`config.mk`:
```
export PLATFORM = sky130hd
export DESIGN_NAME = mips_top
export DESIGN_NICKNAME = d
export VERILOG_FILES = /design/src/mips_isa_pkg.sv /design/src/mips_pipe_pkg.sv /design/src/mips_fetch.sv /design/src/mips_regfile.sv /design/src/mips_decode.sv /design/src/mips_execute.sv /design/src/mips_memory.sv /design/src/mips_top.sv
export VERILOG_INCLUDE_DIRS = /design/src /design/src/include
export SDC_FILE = /design/constraint.sdc
export NUM_CORES = 2
export LEC_CHECK = 0
export BUFFER_PORTS_ARGS = -buffer_cell sky130_fd_sc_hd__buf_4
export CORE_MARGIN = 4
export CORE_UTILIZATION = 45
export DETAILED_ROUTE_END_ITERATION = 7
export GPL_TIMING_DRIVEN = 1
export HOLD_SLACK_MARGIN = 0.06
export PLACE_DENSITY = 0.67
export SYNTH_ARGS = -nofsm -noshare
export SYNTH_HDL_FRONTEND = slang
export SYNTH_SLANG_ARGS = --single-unit
```
`constraint.sdc`:
```
create_clock -name clk_i -period 5.2 [get_ports clk_i]
set_input_delay 1.04 -clock clk_i [delete_from_list [all_inputs] [get_ports clk_i]]
set_output_delay 1.04 -clock clk_i [all_outputs]
set_load 0.1 [all_outputs]
```
`src/include/mips_consts.svh`:
```
`ifndef MIPS_CONSTS_SVH
`define MIPS_CONSTS_SVH

`define MIPS_XLEN      32
`define MIPS_REG_AW    5
`define MIPS_NUM_REGS  32
`define MIPS_RESET_PC  32'hBFC0_0000

// Low bit of each register and shift field in an instruction word
`define MIPS_RS_LSB    21
`define MIPS_RT_LSB    16
`define MIPS_RD_LSB    11
`define MIPS_SA_LSB    6

`endif

```
`src/mips_isa_pkg.sv`:
```
package mips_isa_pkg;

    typedef enum logic [5:0] {
        OP_SPECIAL = 6'h00,
        OP_BEQ     = 6'h04,
        OP_BNE     = 6'h05,
        OP_ADDIU   = 6'h09,
        OP_ORI     = 6'h0d,
        OP_LUI     = 6'h0f,
        OP_LW      = 6'h23,
        OP_SW      = 6'h2b
    } opcode_e;

    // SPECIAL funct field
    typedef enum logic [5:0] {
        FN_SLL  = 6'h00,
        FN_ADDU = 6'h21,
        FN_SUBU = 6'h23,
        FN_AND  = 6'h24,
        FN_OR   = 6'h25,
        FN_XOR  = 6'h26,
        FN_SLT  = 6'h2a
    } funct_e;

    typedef enum logic [3:0] {
        ALU_ADD = 4'd0,
        ALU_SUB = 4'd1,
        ALU_AND = 4'd2,
        ALU_OR  = 4'd3,
        ALU_XOR = 4'd4,
        ALU_SLT = 4'd5,
        ALU_SLL = 4'd6,
        ALU_LUI = 4'd7
    } alu_op_e;

endpackage

```
`src/mips_pipe_pkg.sv`:
```
`include "mips_consts.svh"

package mips_pipe_pkg;

    typedef struct packed {
        logic [`MIPS_XLEN-1:0]   pc;
        logic [`MIPS_XLEN-1:0]   inst;
    } if_id_t;

    typedef struct packed {
        logic [`MIPS_XLEN-1:0]   pc;
        mips_isa_pkg::alu_op_e   alu_op;
        logic [`MIPS_XLEN-1:0]   op_a;
        logic [`MIPS_XLEN-1:0]   op_b;      // Immediate already selected
        logic [`MIPS_XLEN-1:0]   store_data;
        logic                    reg_we;
        logic [`MIPS_REG_AW-1:0] dest;
        logic                    mem_read;
        logic                    mem_write;
    } id_ex_t;

    typedef struct packed {
        logic [`MIPS_XLEN-1:0]   pc;
        logic [`MIPS_XLEN-1:0]   alu_result; // Also the data address
        logic [`MIPS_XLEN-1:0]   store_data;
        logic                    reg_we;
        logic [`MIPS_REG_AW-1:0] dest;
        logic                    mem_read;
        logic                    mem_write;
    } ex_mem_t;

    typedef struct packed {
        logic [`MIPS_XLEN-1:0]   pc;
        logic                    reg_we;
        logic [`MIPS_REG_AW-1:0] dest;
        logic [`MIPS_XLEN-1:0]   data;
    } mem_wb_t;

    // In-flight result, also the register file write
    typedef struct packed {
        logic                    we;
        logic [`MIPS_REG_AW-1:0] addr;
        logic [`MIPS_XLEN-1:0]   data;
    } fwd_t;

endpackage

```
`src/mips_fetch.sv`:
```
`include "mips_consts.svh"

module mips_fetch (
    input  logic                   clk_i,
    input  logic                   arst_n_i,
    input  logic                   inst_stall_i,
    input  logic                   data_stall_i,
    input  logic                   load_use_stall_i,
    input  logic                   branch_taken_i,
    input  logic [`MIPS_XLEN-1:0]  branch_target_i,
    input  logic [`MIPS_XLEN-1:0]  inst_rdata_i,
    output logic [`MIPS_XLEN-1:0]  inst_addr_o,
    output mips_pipe_pkg::if_id_t  if_id_o
);

    logic                  hold;
    logic [`MIPS_XLEN-1:0] pc;
    logic [`MIPS_XLEN-1:0] pc_next;

    assign hold        = inst_stall_i | data_stall_i | load_use_stall_i;
    assign pc_next     = branch_taken_i ? branch_target_i : pc + `MIPS_XLEN'd4;
    assign inst_addr_o = pc;

    always_ff @(posedge clk_i or negedge arst_n_i) begin
        if (!arst_n_i) begin
            pc      <= `MIPS_RESET_PC;
            if_id_o <= '0;                  // SLL r0 bubble
        end else if (!hold) begin
            pc           <= pc_next;
            if_id_o.pc   <= pc;
            if_id_o.inst <= inst_rdata_i;
        end
    end

endmodule

```
`src/mips_regfile.sv`:
```
`include "mips_consts.svh"

module mips_regfile (
    input  logic                    clk_i,
    input  logic                    arst_n_i,
    input  logic [`MIPS_REG_AW-1:0] rs_addr_i,
    input  logic [`MIPS_REG_AW-1:0] rt_addr_i,
    output logic [`MIPS_XLEN-1:0]   rs_data_o,
    output logic [`MIPS_XLEN-1:0]   rt_data_o,
    input  mips_pipe_pkg::fwd_t     commit_i
);

    logic [`MIPS_XLEN-1:0] regs [`MIPS_NUM_REGS];

    always_ff @(posedge clk_i or negedge arst_n_i) begin
        if (!arst_n_i) begin
            for (int i = 0; i < `MIPS_NUM_REGS; i++) begin
                regs[i] <= '0;
            end
        end else if (commit_i.we) begin
            regs[commit_i.addr] <= commit_i.data;
        end
    end

    // Write-through so decode sees the value retiring this cycle
    always_comb begin
        if (rs_addr_i == '0)
            rs_data_o = '0;
        else if (commit_i.we && commit_i.addr == rs_addr_i)
            rs_data_o = commit_i.data;
        else
            rs_data_o = regs[rs_addr_i];
        if (rt_addr_i == '0)
            rt_data_o = '0;
        else if (commit_i.we && commit_i.addr == rt_addr_i)
            rt_data_o = commit_i.data;
        else
            rt_data_o = regs[rt_addr_i];
    end

endmodule

```
`src/mips_decode.sv`:
```
`include "mips_consts.svh"

module mips_decode (
    input  logic                    clk_i,
    input  logic                    arst_n_i,
    input  logic                    inst_stall_i,
    input  logic                    data_stall_i,
    input  mips_pipe_pkg::if_id_t   if_id_i,
    output logic [`MIPS_REG_AW-1:0] rs_addr_o,
    output logic [`MIPS_REG_AW-1:0] rt_addr_o,
    input  logic [`MIPS_XLEN-1:0]   rs_data_i,
    input  logic [`MIPS_XLEN-1:0]   rt_data_i,
    input  mips_pipe_pkg::fwd_t     ex_fwd_i,
    input  logic                    ex_mem_read_i,
    input  mips_pipe_pkg::fwd_t     mem_fwd_i,
    output logic                    load_use_stall_o,
    output logic                    branch_taken_o,
    output logic [`MIPS_XLEN-1:0]   branch_target_o,
    output mips_pipe_pkg::id_ex_t   id_ex_o
);

    mips_isa_pkg::opcode_e   opcode;
    mips_isa_pkg::funct_e    funct;
    logic [`MIPS_REG_AW-1:0] rd_addr;
    logic [4:0]              shamt;
    logic [15:0]             imm;
    logic [`MIPS_XLEN-1:0]   imm_sext;
    logic [`MIPS_XLEN-1:0]   rs_val;
    logic [`MIPS_XLEN-1:0]   rt_val;
    logic                    use_rs;
    logic                    use_rt;
    logic                    stall;
    mips_pipe_pkg::id_ex_t   nxt;

    // Execute beats memory beats the register file
    function automatic logic [`MIPS_XLEN-1:0] fwd_sel(
        input logic [`MIPS_REG_AW-1:0] addr,
        input logic [`MIPS_XLEN-1:0]   rf_data,
        input mips_pipe_pkg::fwd_t     ex_f,
        input mips_pipe_pkg::fwd_t     mem_f
    );
        if (addr == '0)
            return '0;
        if (ex_f.we && ex_f.addr == addr)
            return ex_f.data;
        if (mem_f.we && mem_f.addr == addr)
            return mem_f.data;
        return rf_data;
    endfunction

    assign opcode    = mips_isa_pkg::opcode_e'(if_id_i.inst[31:26]);
    assign funct     = mips_isa_pkg::funct_e'(if_id_i.inst[5:0]);
    assign rs_addr_o = if_id_i.inst[`MIPS_RS_LSB +: `MIPS_REG_AW];
    assign rt_addr_o = if_id_i.inst[`MIPS_RT_LSB +: `MIPS_REG_AW];
    assign rd_addr   = if_id_i.inst[`MIPS_RD_LSB +: `MIPS_REG_AW];
    assign shamt     = if_id_i.inst[`MIPS_SA_LSB +: 5];
    assign imm       = if_id_i.inst[15:0];
    assign imm_sext  = {{(`MIPS_XLEN-16){imm[15]}}, imm};
    assign rs_val    = fwd_sel(rs_addr_o, rs_data_i, ex_fwd_i, mem_fwd_i);
    assign rt_val    = fwd_sel(rt_addr_o, rt_data_i, ex_fwd_i, mem_fwd_i);
    assign stall     = inst_stall_i | data_stall_i;

    // Target is relative to the delay slot
    assign branch_target_o = if_id_i.pc + `MIPS_XLEN'd4 + {imm_sext[`MIPS_XLEN-3:0], 2'b00};

    always_comb begin
        nxt            = '0;
        nxt.pc         = if_id_i.pc;
        nxt.alu_op     = mips_isa_pkg::ALU_ADD;
        nxt.op_a       = rs_val;
        nxt.op_b       = imm_sext;
        nxt.store_data = rt_val;
        nxt.dest       = rt_addr_o;
        use_rs         = 1'b1;
        use_rt         = 1'b0;
        branch_taken_o = 1'b0;
        case (opcode)
            mips_isa_pkg::OP_SPECIAL: begin
                use_rt     = 1'b1;
                nxt.reg_we = 1'b1;
                nxt.dest   = rd_addr;
                nxt.op_b   = rt_val;
                case (funct)
                    mips_isa_pkg::FN_SLL: begin
                        nxt.alu_op = mips_isa_pkg::ALU_SLL;
                        nxt.op_a   = rt_val;
                        nxt.op_b   = {{(`MIPS_XLEN-5){1'b0}}, shamt};
                        use_rs     = 1'b0;
                    end
                    mips_isa_pkg::FN_ADDU: nxt.alu_op = mips_isa_pkg::ALU_ADD;
                    mips_isa_pkg::FN_SUBU: nxt.alu_op = mips_isa_pkg::ALU_SUB;
                    mips_isa_pkg::FN_AND:  nxt.alu_op = mips_isa_pkg::ALU_AND;
                    mips_isa_pkg::FN_OR:   nxt.alu_op = mips_isa_pkg::ALU_OR;
                    mips_isa_pkg::FN_XOR:  nxt.alu_op = mips_isa_pkg::ALU_XOR;
                    mips_isa_pkg::FN_SLT:  nxt.alu_op = mips_isa_pkg::ALU_SLT;
                    default:               nxt.reg_we = 1'b0;
                endcase
            end
            mips_isa_pkg::OP_ADDIU: nxt.reg_we = 1'b1;
            mips_isa_pkg::OP_ORI: begin
                nxt.reg_we = 1'b1;
                nxt.alu_op = mips_isa_pkg::ALU_OR;
                nxt.op_b   = {{(`MIPS_XLEN-16){1'b0}}, imm};
            end
            mips_isa_pkg::OP_LUI: begin
                nxt.reg_we = 1'b1;
                nxt.alu_op = mips_isa_pkg::ALU_LUI;
                use_rs     = 1'b0;
            end
            mips_isa_pkg::OP_LW: begin
                nxt.reg_we   = 1'b1;
                nxt.mem_read = 1'b1;
            end
            mips_isa_pkg::OP_SW: begin
                nxt.mem_write = 1'b1;
                use_rt        = 1'b1;
            end
            mips_isa_pkg::OP_BEQ: begin
                use_rt         = 1'b1;
                branch_taken_o = rs_val == rt_val;
            end
            mips_isa_pkg::OP_BNE: begin
                use_rt         = 1'b1;
                branch_taken_o = rs_val != rt_val;
            end
            default: ;                      // Unknown opcode runs as a nop
        endcase
        if (nxt.dest == '0)
            nxt.reg_we = 1'b0;
    end

    assign load_use_stall_o = ex_mem_read_i && ex_fwd_i.addr != '0 &&
                              ((use_rs && ex_fwd_i.addr == rs_addr_o) ||
                               (use_rt && ex_fwd_i.addr == rt_addr_o));

    always_ff @(posedge clk_i or negedge arst_n_i) begin
        if (!arst_n_i)
            id_ex_o <= '0;
        else if (!stall)
            id_ex_o <= load_use_stall_o ? '0 : nxt;  // Bubble behind the load
    end

endmodule

```
`src/mips_execute.sv`:
```
`include "mips_consts.svh"

module mips_execute (
    input  logic                   clk_i,
    input  logic                   arst_n_i,
    input  logic                   inst_stall_i,
    input  logic                   data_stall_i,
    input  mips_pipe_pkg::id_ex_t  id_ex_i,
    output mips_pipe_pkg::fwd_t    ex_fwd_o,
    output logic                   ex_mem_read_o,
    output mips_pipe_pkg::ex_mem_t ex_mem_o
);

    logic [`MIPS_XLEN-1:0] result;

    always_comb begin
        case (id_ex_i.alu_op)
            mips_isa_pkg::ALU_ADD: result = id_ex_i.op_a + id_ex_i.op_b;
            mips_isa_pkg::ALU_SUB: result = id_ex_i.op_a - id_ex_i.op_b;
            mips_isa_pkg::ALU_AND: result = id_ex_i.op_a & id_ex_i.op_b;
            mips_isa_pkg::ALU_OR:  result = id_ex_i.op_a | id_ex_i.op_b;
            mips_isa_pkg::ALU_XOR: result = id_ex_i.op_a ^ id_ex_i.op_b;
            mips_isa_pkg::ALU_SLT: begin
                result = {{(`MIPS_XLEN-1){1'b0}},
                          $signed(id_ex_i.op_a) < $signed(id_ex_i.op_b)};
            end
            mips_isa_pkg::ALU_SLL: result = id_ex_i.op_a << id_ex_i.op_b[4:0];
            mips_isa_pkg::ALU_LUI: result = {id_ex_i.op_b[15:0], 16'h0000};
            default:               result = '0;
        endcase
    end

    // A load has no value yet, decode stalls on it instead
    assign ex_fwd_o.we   = id_ex_i.reg_we & ~id_ex_i.mem_read;
    assign ex_fwd_o.addr = id_ex_i.dest;
    assign ex_fwd_o.data = result;
    assign ex_mem_read_o = id_ex_i.mem_read;

    always_ff @(posedge clk_i or negedge arst_n_i) begin
        if (!arst_n_i) begin
            ex_mem_o <= '0;
        end else if (!(inst_stall_i | data_stall_i)) begin
            ex_mem_o.pc         <= id_ex_i.pc;
            ex_mem_o.alu_result <= result;
            ex_mem_o.store_data <= id_ex_i.store_data;
            ex_mem_o.reg_we     <= id_ex_i.reg_we;
            ex_mem_o.dest       <= id_ex_i.dest;
            ex_mem_o.mem_read   <= id_ex_i.mem_read;
            ex_mem_o.mem_write  <= id_ex_i.mem_write;
        end
    end

endmodule

```
`src/mips_memory.sv`:
```
`include "mips_consts.svh"

module mips_memory (
    input  logic                    clk_i,
    input  logic                    arst_n_i,
    input  logic                    inst_stall_i,
    input  logic                    data_stall_i,
    input  mips_pipe_pkg::ex_mem_t  ex_mem_i,
    output logic                    data_ren_o,
    output logic [3:0]              data_wen_o,
    output logic [`MIPS_XLEN-1:0]   data_addr_o,
    output logic [`MIPS_XLEN-1:0]   data_wdata_o,
    input  logic [`MIPS_XLEN-1:0]   data_rdata_i,
    output mips_pipe_pkg::fwd_t     mem_fwd_o,
    output mips_pipe_pkg::fwd_t     commit_o,
    output logic [`MIPS_XLEN-1:0]   wb_pc_o,
    output logic [3:0]              wb_wen_o,
    output logic [`MIPS_REG_AW-1:0] wb_num_o,
    output logic [`MIPS_XLEN-1:0]   wb_data_o
);

    logic                  stall;
    logic [`MIPS_XLEN-1:0] wb_value;
    mips_pipe_pkg::mem_wb_t mem_wb;

    assign stall        = inst_stall_i | data_stall_i;
    assign data_ren_o   = ex_mem_i.mem_read;
    assign data_wen_o   = (ex_mem_i.mem_write && !stall) ? 4'hF : 4'h0;  // Word stores only
    assign data_addr_o  = ex_mem_i.alu_result;
    assign data_wdata_o = ex_mem_i.store_data;
    assign wb_value     = ex_mem_i.mem_read ? data_rdata_i : ex_mem_i.alu_result;

    assign mem_fwd_o.we   = ex_mem_i.reg_we;
    assign mem_fwd_o.addr = ex_mem_i.dest;
    assign mem_fwd_o.data = wb_value;

    always_ff @(posedge clk_i or negedge arst_n_i) begin
        if (!arst_n_i) begin
            mem_wb <= '0;
        end else if (!stall) begin
            mem_wb.pc     <= ex_mem_i.pc;
            mem_wb.reg_we <= ex_mem_i.reg_we;
            mem_wb.dest   <= ex_mem_i.dest;
            mem_wb.data   <= wb_value;
        end
    end

    // Retire on the edge that lets MEM/WB move on
    assign commit_o.we   = mem_wb.reg_we & ~stall;
    assign commit_o.addr = mem_wb.dest;
    assign commit_o.data = mem_wb.data;

    assign wb_pc_o   = commit_o.we ? mem_wb.pc : '0;
    assign wb_wen_o  = commit_o.we ? 4'hF : 4'h0;
    assign wb_num_o  = commit_o.we ? mem_wb.dest : '0;
    assign wb_data_o = commit_o.we ? mem_wb.data : '0;

endmodule

```
`src/mips_top.sv`:
```
`include "mips_consts.svh"

module mips_top (
    input  logic                    clk_i,
    input  logic                    arst_n_i,
    output logic [`MIPS_XLEN-1:0]   inst_sram_addr_o,
    input  logic [`MIPS_XLEN-1:0]   inst_sram_rdata_i,
    output logic                    data_sram_ren_o,
    output logic [3:0]              data_sram_wen_o,
    output logic [`MIPS_XLEN-1:0]   data_sram_addr_o,
    output logic [`MIPS_XLEN-1:0]   data_sram_wdata_o,
    input  logic [`MIPS_XLEN-1:0]   data_sram_rdata_i,
    input  logic                    inst_stall_i,
    input  logic                    data_stall_i,
    output logic [`MIPS_XLEN-1:0]   debug_wb_pc_o,
    output logic [3:0]              debug_wb_wen_o,
    output logic [`MIPS_REG_AW-1:0] debug_wb_num_o,
    output logic [`MIPS_XLEN-1:0]   debug_wb_data_o
);

    mips_pipe_pkg::if_id_t   if_id;
    mips_pipe_pkg::id_ex_t   id_ex;
    mips_pipe_pkg::ex_mem_t  ex_mem;
    mips_pipe_pkg::fwd_t     ex_fwd;
    mips_pipe_pkg::fwd_t     mem_fwd;
    mips_pipe_pkg::fwd_t     commit;
    logic [`MIPS_REG_AW-1:0] rs_addr;
    logic [`MIPS_REG_AW-1:0] rt_addr;
    logic [`MIPS_XLEN-1:0]   rs_data;
    logic [`MIPS_XLEN-1:0]   rt_data;
    logic [`MIPS_XLEN-1:0]   branch_target;
    logic                    branch_taken;
    logic                    load_use_stall;
    logic                    ex_mem_read;

    mips_fetch fetch_i (
        .clk_i, .arst_n_i, .inst_stall_i, .data_stall_i,
        .load_use_stall_i (load_use_stall),
        .branch_taken_i   (branch_taken),
        .branch_target_i  (branch_target),
        .inst_rdata_i     (inst_sram_rdata_i),
        .inst_addr_o      (inst_sram_addr_o),
        .if_id_o          (if_id)
    );

    mips_regfile regfile_i (
        .clk_i, .arst_n_i,
        .rs_addr_i (rs_addr),
        .rt_addr_i (rt_addr),
        .rs_data_o (rs_data),
        .rt_data_o (rt_data),
        .commit_i  (commit)
    );

    mips_decode decode_i (
        .clk_i, .arst_n_i, .inst_stall_i, .data_stall_i,
        .if_id_i          (if_id),
        .rs_addr_o        (rs_addr),
        .rt_addr_o        (rt_addr),
        .rs_data_i        (rs_data),
        .rt_data_i        (rt_data),
        .ex_fwd_i         (ex_fwd),
        .ex_mem_read_i    (ex_mem_read),
        .mem_fwd_i        (mem_fwd),
        .load_use_stall_o (load_use_stall),
        .branch_taken_o   (branch_taken),
        .branch_target_o  (branch_target),
        .id_ex_o          (id_ex)
    );

    mips_execute execute_i (
        .clk_i, .arst_n_i, .inst_stall_i, .data_stall_i,
        .id_ex_i       (id_ex),
        .ex_fwd_o      (ex_fwd),
        .ex_mem_read_o (ex_mem_read),
        .ex_mem_o      (ex_mem)
    );

    mips_memory memory_i (
        .clk_i, .arst_n_i, .inst_stall_i, .data_stall_i,
        .ex_mem_i     (ex_mem),
        .data_ren_o   (data_sram_ren_o),
        .data_wen_o   (data_sram_wen_o),
        .data_addr_o  (data_sram_addr_o),
        .data_wdata_o (data_sram_wdata_o),
        .data_rdata_i (data_sram_rdata_i),
        .mem_fwd_o    (mem_fwd),
        .commit_o     (commit),
        .wb_pc_o      (debug_wb_pc_o),
        .wb_wen_o     (debug_wb_wen_o),
        .wb_num_o     (debug_wb_num_o),
        .wb_data_o    (debug_wb_data_o)
    );

endmodule

```
==> flow_summary.yaml <==
yosys:
  ys_types: 94
  synth_xor_area_frac: 0.00936
  synth_top_family_by_area: "multiplexers"
  synth_area_um2: 85200
  yosys_warnings: 0
  synth-simple-area-share: 0.0938
  synth-compound-area-share: 0.0952
  ys_seq_area_frac: 0.421
  async_reset_ff_frac: 1.00
  ys_ff_latch: 1433
  syn_avg_cell_area_um2: 11.4
  syn-num-nets: 7684
  ys.flop_type: "dfrtp_1"
  synthAdderAreaFrac: 0.0249
  postSynthCellCount: 7448
  synthMuxAreaShare: 0.309
  synth_edf_count: 0
route:
  drc: 0
  drt_iter0_drc: 8016
  drt-total-wl_um: 346000
  vias: 70200
  dr.pass1.iters: 6
  ant_nets: 0
  routedWlPerCell_um: 31.6
  viasPerCell: 6.42
floorplanning:
  initial_utilization: 0.453
  core_region_area_um2: 188000
  die_w_um: 443
  io_pins: 242
  die_area_um2: 196000
  rows: 159
  die_h_um: 443
global_routing:
  overflow: 0
  antenna_found_initial: 14
  grt_max_degree: 169
  first_global_vias: 70400
  grt_usage: 0.345
  grt_pass1_wl_um: 498000
timing:
  rsz0062_at_grt: "true"
  drv_slew: 0
  hold_violations: 0
  clock.fmax_mhz: 185
  fin_crit_sh: 1.04
  setup_violations: 32
  slew_headroom: 0.231
  fin_crit_ns: 5.40
  skew_ns: 0.0671
  fin_ws_ns: -0.205
  tightest_slew_ns: 1.15
cells_and_area:
  areaGrowthSynthToFinish_pct: 22.1
  multi_input_area_um2: 46700
  regArea_um2: 35900
  layout-drive-gt1-share: 0.417
  final_area_um2: 104000
  num-fill-cells: 15900
  final_core_util: 0.553
  nNetsFinal: 8529
place:
  globalplace.congestion: 1.03
  place_hpwl_um: 243000
  postPlaceCellArea_um2: 96600
  port_buffers: 241
run_status:
  violations: "negative setup slack"
  outcome: "finished with violations"
clocking:
  htreeDepth: 4
  cts_made_buffers: 160
  clock_latency_ns: 0.86
  hold_buffers: 0
  cts_tree: "built"
  cts.sinks: 1433
  clk_path_buf_depth: 3
  clk_pin_slew_worst_paths_ns: 0.06
  cts_root_buf: "clkbuf_16"
worst_setup_path:
  criticalPathCategory: "flip-flop to flip-flop"
  cp-end-kind: "flip-flop"
  crit_path_max_fanout: 16
  start_kind: "flip-flop"
  cp.required_ns: 5.92
  reg2reg_from: "fetch_i.if_id_o[18]$_DFFE_PN0N_"
  startpoint: "fetch_i.if_id_o[18]$_DFFE_PN0N_"
  arrival_ns: 6.13
power_and_ir_drop:
  p_leak_nw: 48.7
  vdd_drop_max_mv: 0.274
  finalPower_mw: 41.4
  powerDensity_nw_per_um2: 398
hold_path:
  hold_class: "input pin to async pin"
flow_run:
  drv_cap: 0
## final cells by class
cell class,instances,share of cell area
Multi-Input combinational cell,5151,0.449
Clock buffer,221,0.0446
Timing Repair Buffer,1420,0.116
Sequential cell,1433,0.345
Tap cell,2495,0.0300
Antenna cell,8,0.000192
Inverter,127,0.00470
Clock inverter,76,0.0107
## routing by layer
layer	track usage	part of all wire	vias to the layer above
li1	-	-	29200
met4	0.223	0.076	8
met1	0.430	0.37	36200
met2	0.543	0.46	3764
met3	0.0794	0.087	1059
met5	0	0.00015	-
## placed cells by master, fill, tap and decap left out, types with 20 or more instances in the layout
master	instances
dfrtp_1	1409
buf_4	1297
mux2_2	1053
nand2_1	958
mux4_2	508
mux2i_1	290
o21ai_0	284
nor2_1	265
a21oi_1	213
clkbuf_16	165
ha_1	148
inv_1	114
nand3_1	112
buf_12	92
and2_1	89
o22ai_1	89
nor3_1	80
o211ai_1	68
a22oi_1	64
xnor2_1	60
a211oi_1	48
a31oi_1	46
clkbuf_8	36
clkinv_2	35
nand2b_1	34
nor2b_1	33
and3_1	32
or3_1	30
xor2_1	29
a221oi_1	28
a22o_1	26
o221ai_1	24
clkbuf_1	23
o21a_1	21
bufinv_16	21
a21o_1	20
## flip-flops by register name (all words and copies together), names as in the netlist
name / count
execute_i.ex_mem_o: 104
regfile_i.regs: 1024
fetch_i.if_id_o: 64
memory_i.mem_wb: 33
memory_i.commit_o: 37
fetch_i.inst_addr_o: 32
decode_i.id_ex_o: 139
## synthesized netlist by cell type (32+ instances only)
cell,count,area [µm²]
o22ai_1,93,582
or3_1,33,206
a22oi_1,64,480
buf_2,73,365
o21ai_0,304,1520
ha_1,165,2060
a31oi_1,48,300
a211oi_1,61,458
nor2b_1,36,225
nor3_1,94,470
a21oi_1,228,1140
inv_1,121,454
a221oi_1,34,298
mux4_2,508,11400
xnor2_1,62,543
buf_1,106,398
and3_1,32,200
nand2b_1,36,225
clkbuf_1,423,1590
o211ai_1,68,510
nand2_1,974,3660
nand3_1,115,576
and2_1,90,563
buf_4,108,811
mux2i_1,301,3010
nor2_1,284,1070
dfrtp_1,1424,35600
mux2_2,1054,11900
## cells by family after synthesis
kind of cell	Yosys count
adder cells (fa/ha/maj)	168
flip-flops	1433
multiplexers	1865
buffers and inverters	864
XOR/XNOR	91
AO/OA/AOI/OAI	1221
AND/OR/NAND/NOR	1806
## worst max-delay path, stage by stage, from the launching register on
cell and delay [ns]:
dfrtp_4 0.67, buf_4 0.35, inv_1 0.13, nor2_1 0.62
a22oi_1 0.31, nand4_1 0.17, o31ai_1 0.10, o21ai_0 0.29
nor3_1 0.10, a211oi_1 0.23, buf_4 0.16, o2111ai_2 0.12
nor4_2 0.33, buf_4 0.17, nand4_1 0.16, nor3_2 0.20
buf_4 0.16, mux2i_4 0.31, buf_12 0.20, or2_4 0.16
mux2_4 0.30
## power breakdown
group	leakage, nW	internal, mW	total [mW]	switching (mW)
logic	26.3	5.82	15.7	9.91
registers	19.6	12.2	13.3	1.09
clock network	2.81	7.33	12.4	5.06
## final timing paths
check | slack [ns] | cells after the start | endpoint
max | -0.20 | 20 | fetch_i.inst_addr_o[1]$_DFFE_PN0P_
min | 0.16 | 1 | regfile_i.regs[56]$_DFFE_PN0P_
max reg2reg | -0.20 | 20 | fetch_i.inst_addr_o[1]$_DFFE_PN0P_
min reg2reg | 0.46 | 2 | execute_i.ex_mem_o[83]$_DFFE_PN0N_
max in group asynchronous | 3.50 | 2 | fetch_i.if_id_o[21]$_DFFE_PN0N_
min in group clk_i | 0.41 | 3 | fetch_i.if_id_o[17]$_DFFE_PN0N_
## metrics by stage
stage	TNS, ns	setup slack, ns	hold WS [ns]	std cells
3_5_place_dp	-29.01	-0.985	0.450	10600
5_1_grt	-9.72	-0.354	0.188	10900
4_1_cts	-2.42	-0.127	0.179	10900
3_3_place_gp	-22.96	-0.780	0.448	10600
2_1_floorplan	0	0.0287	0.437	7448
6_report	-5.07	-0.205	0.162	10900
## timing repair
action | in CTS | in global routing
gates resized for setup | 149 | 113
setup buffers | 23 | 22
gates cloned | 1 | 3
endpoints found under the setup margin | 32 | 32
pin swaps | 39 | 55
Power figures use the tool's default switching activity.
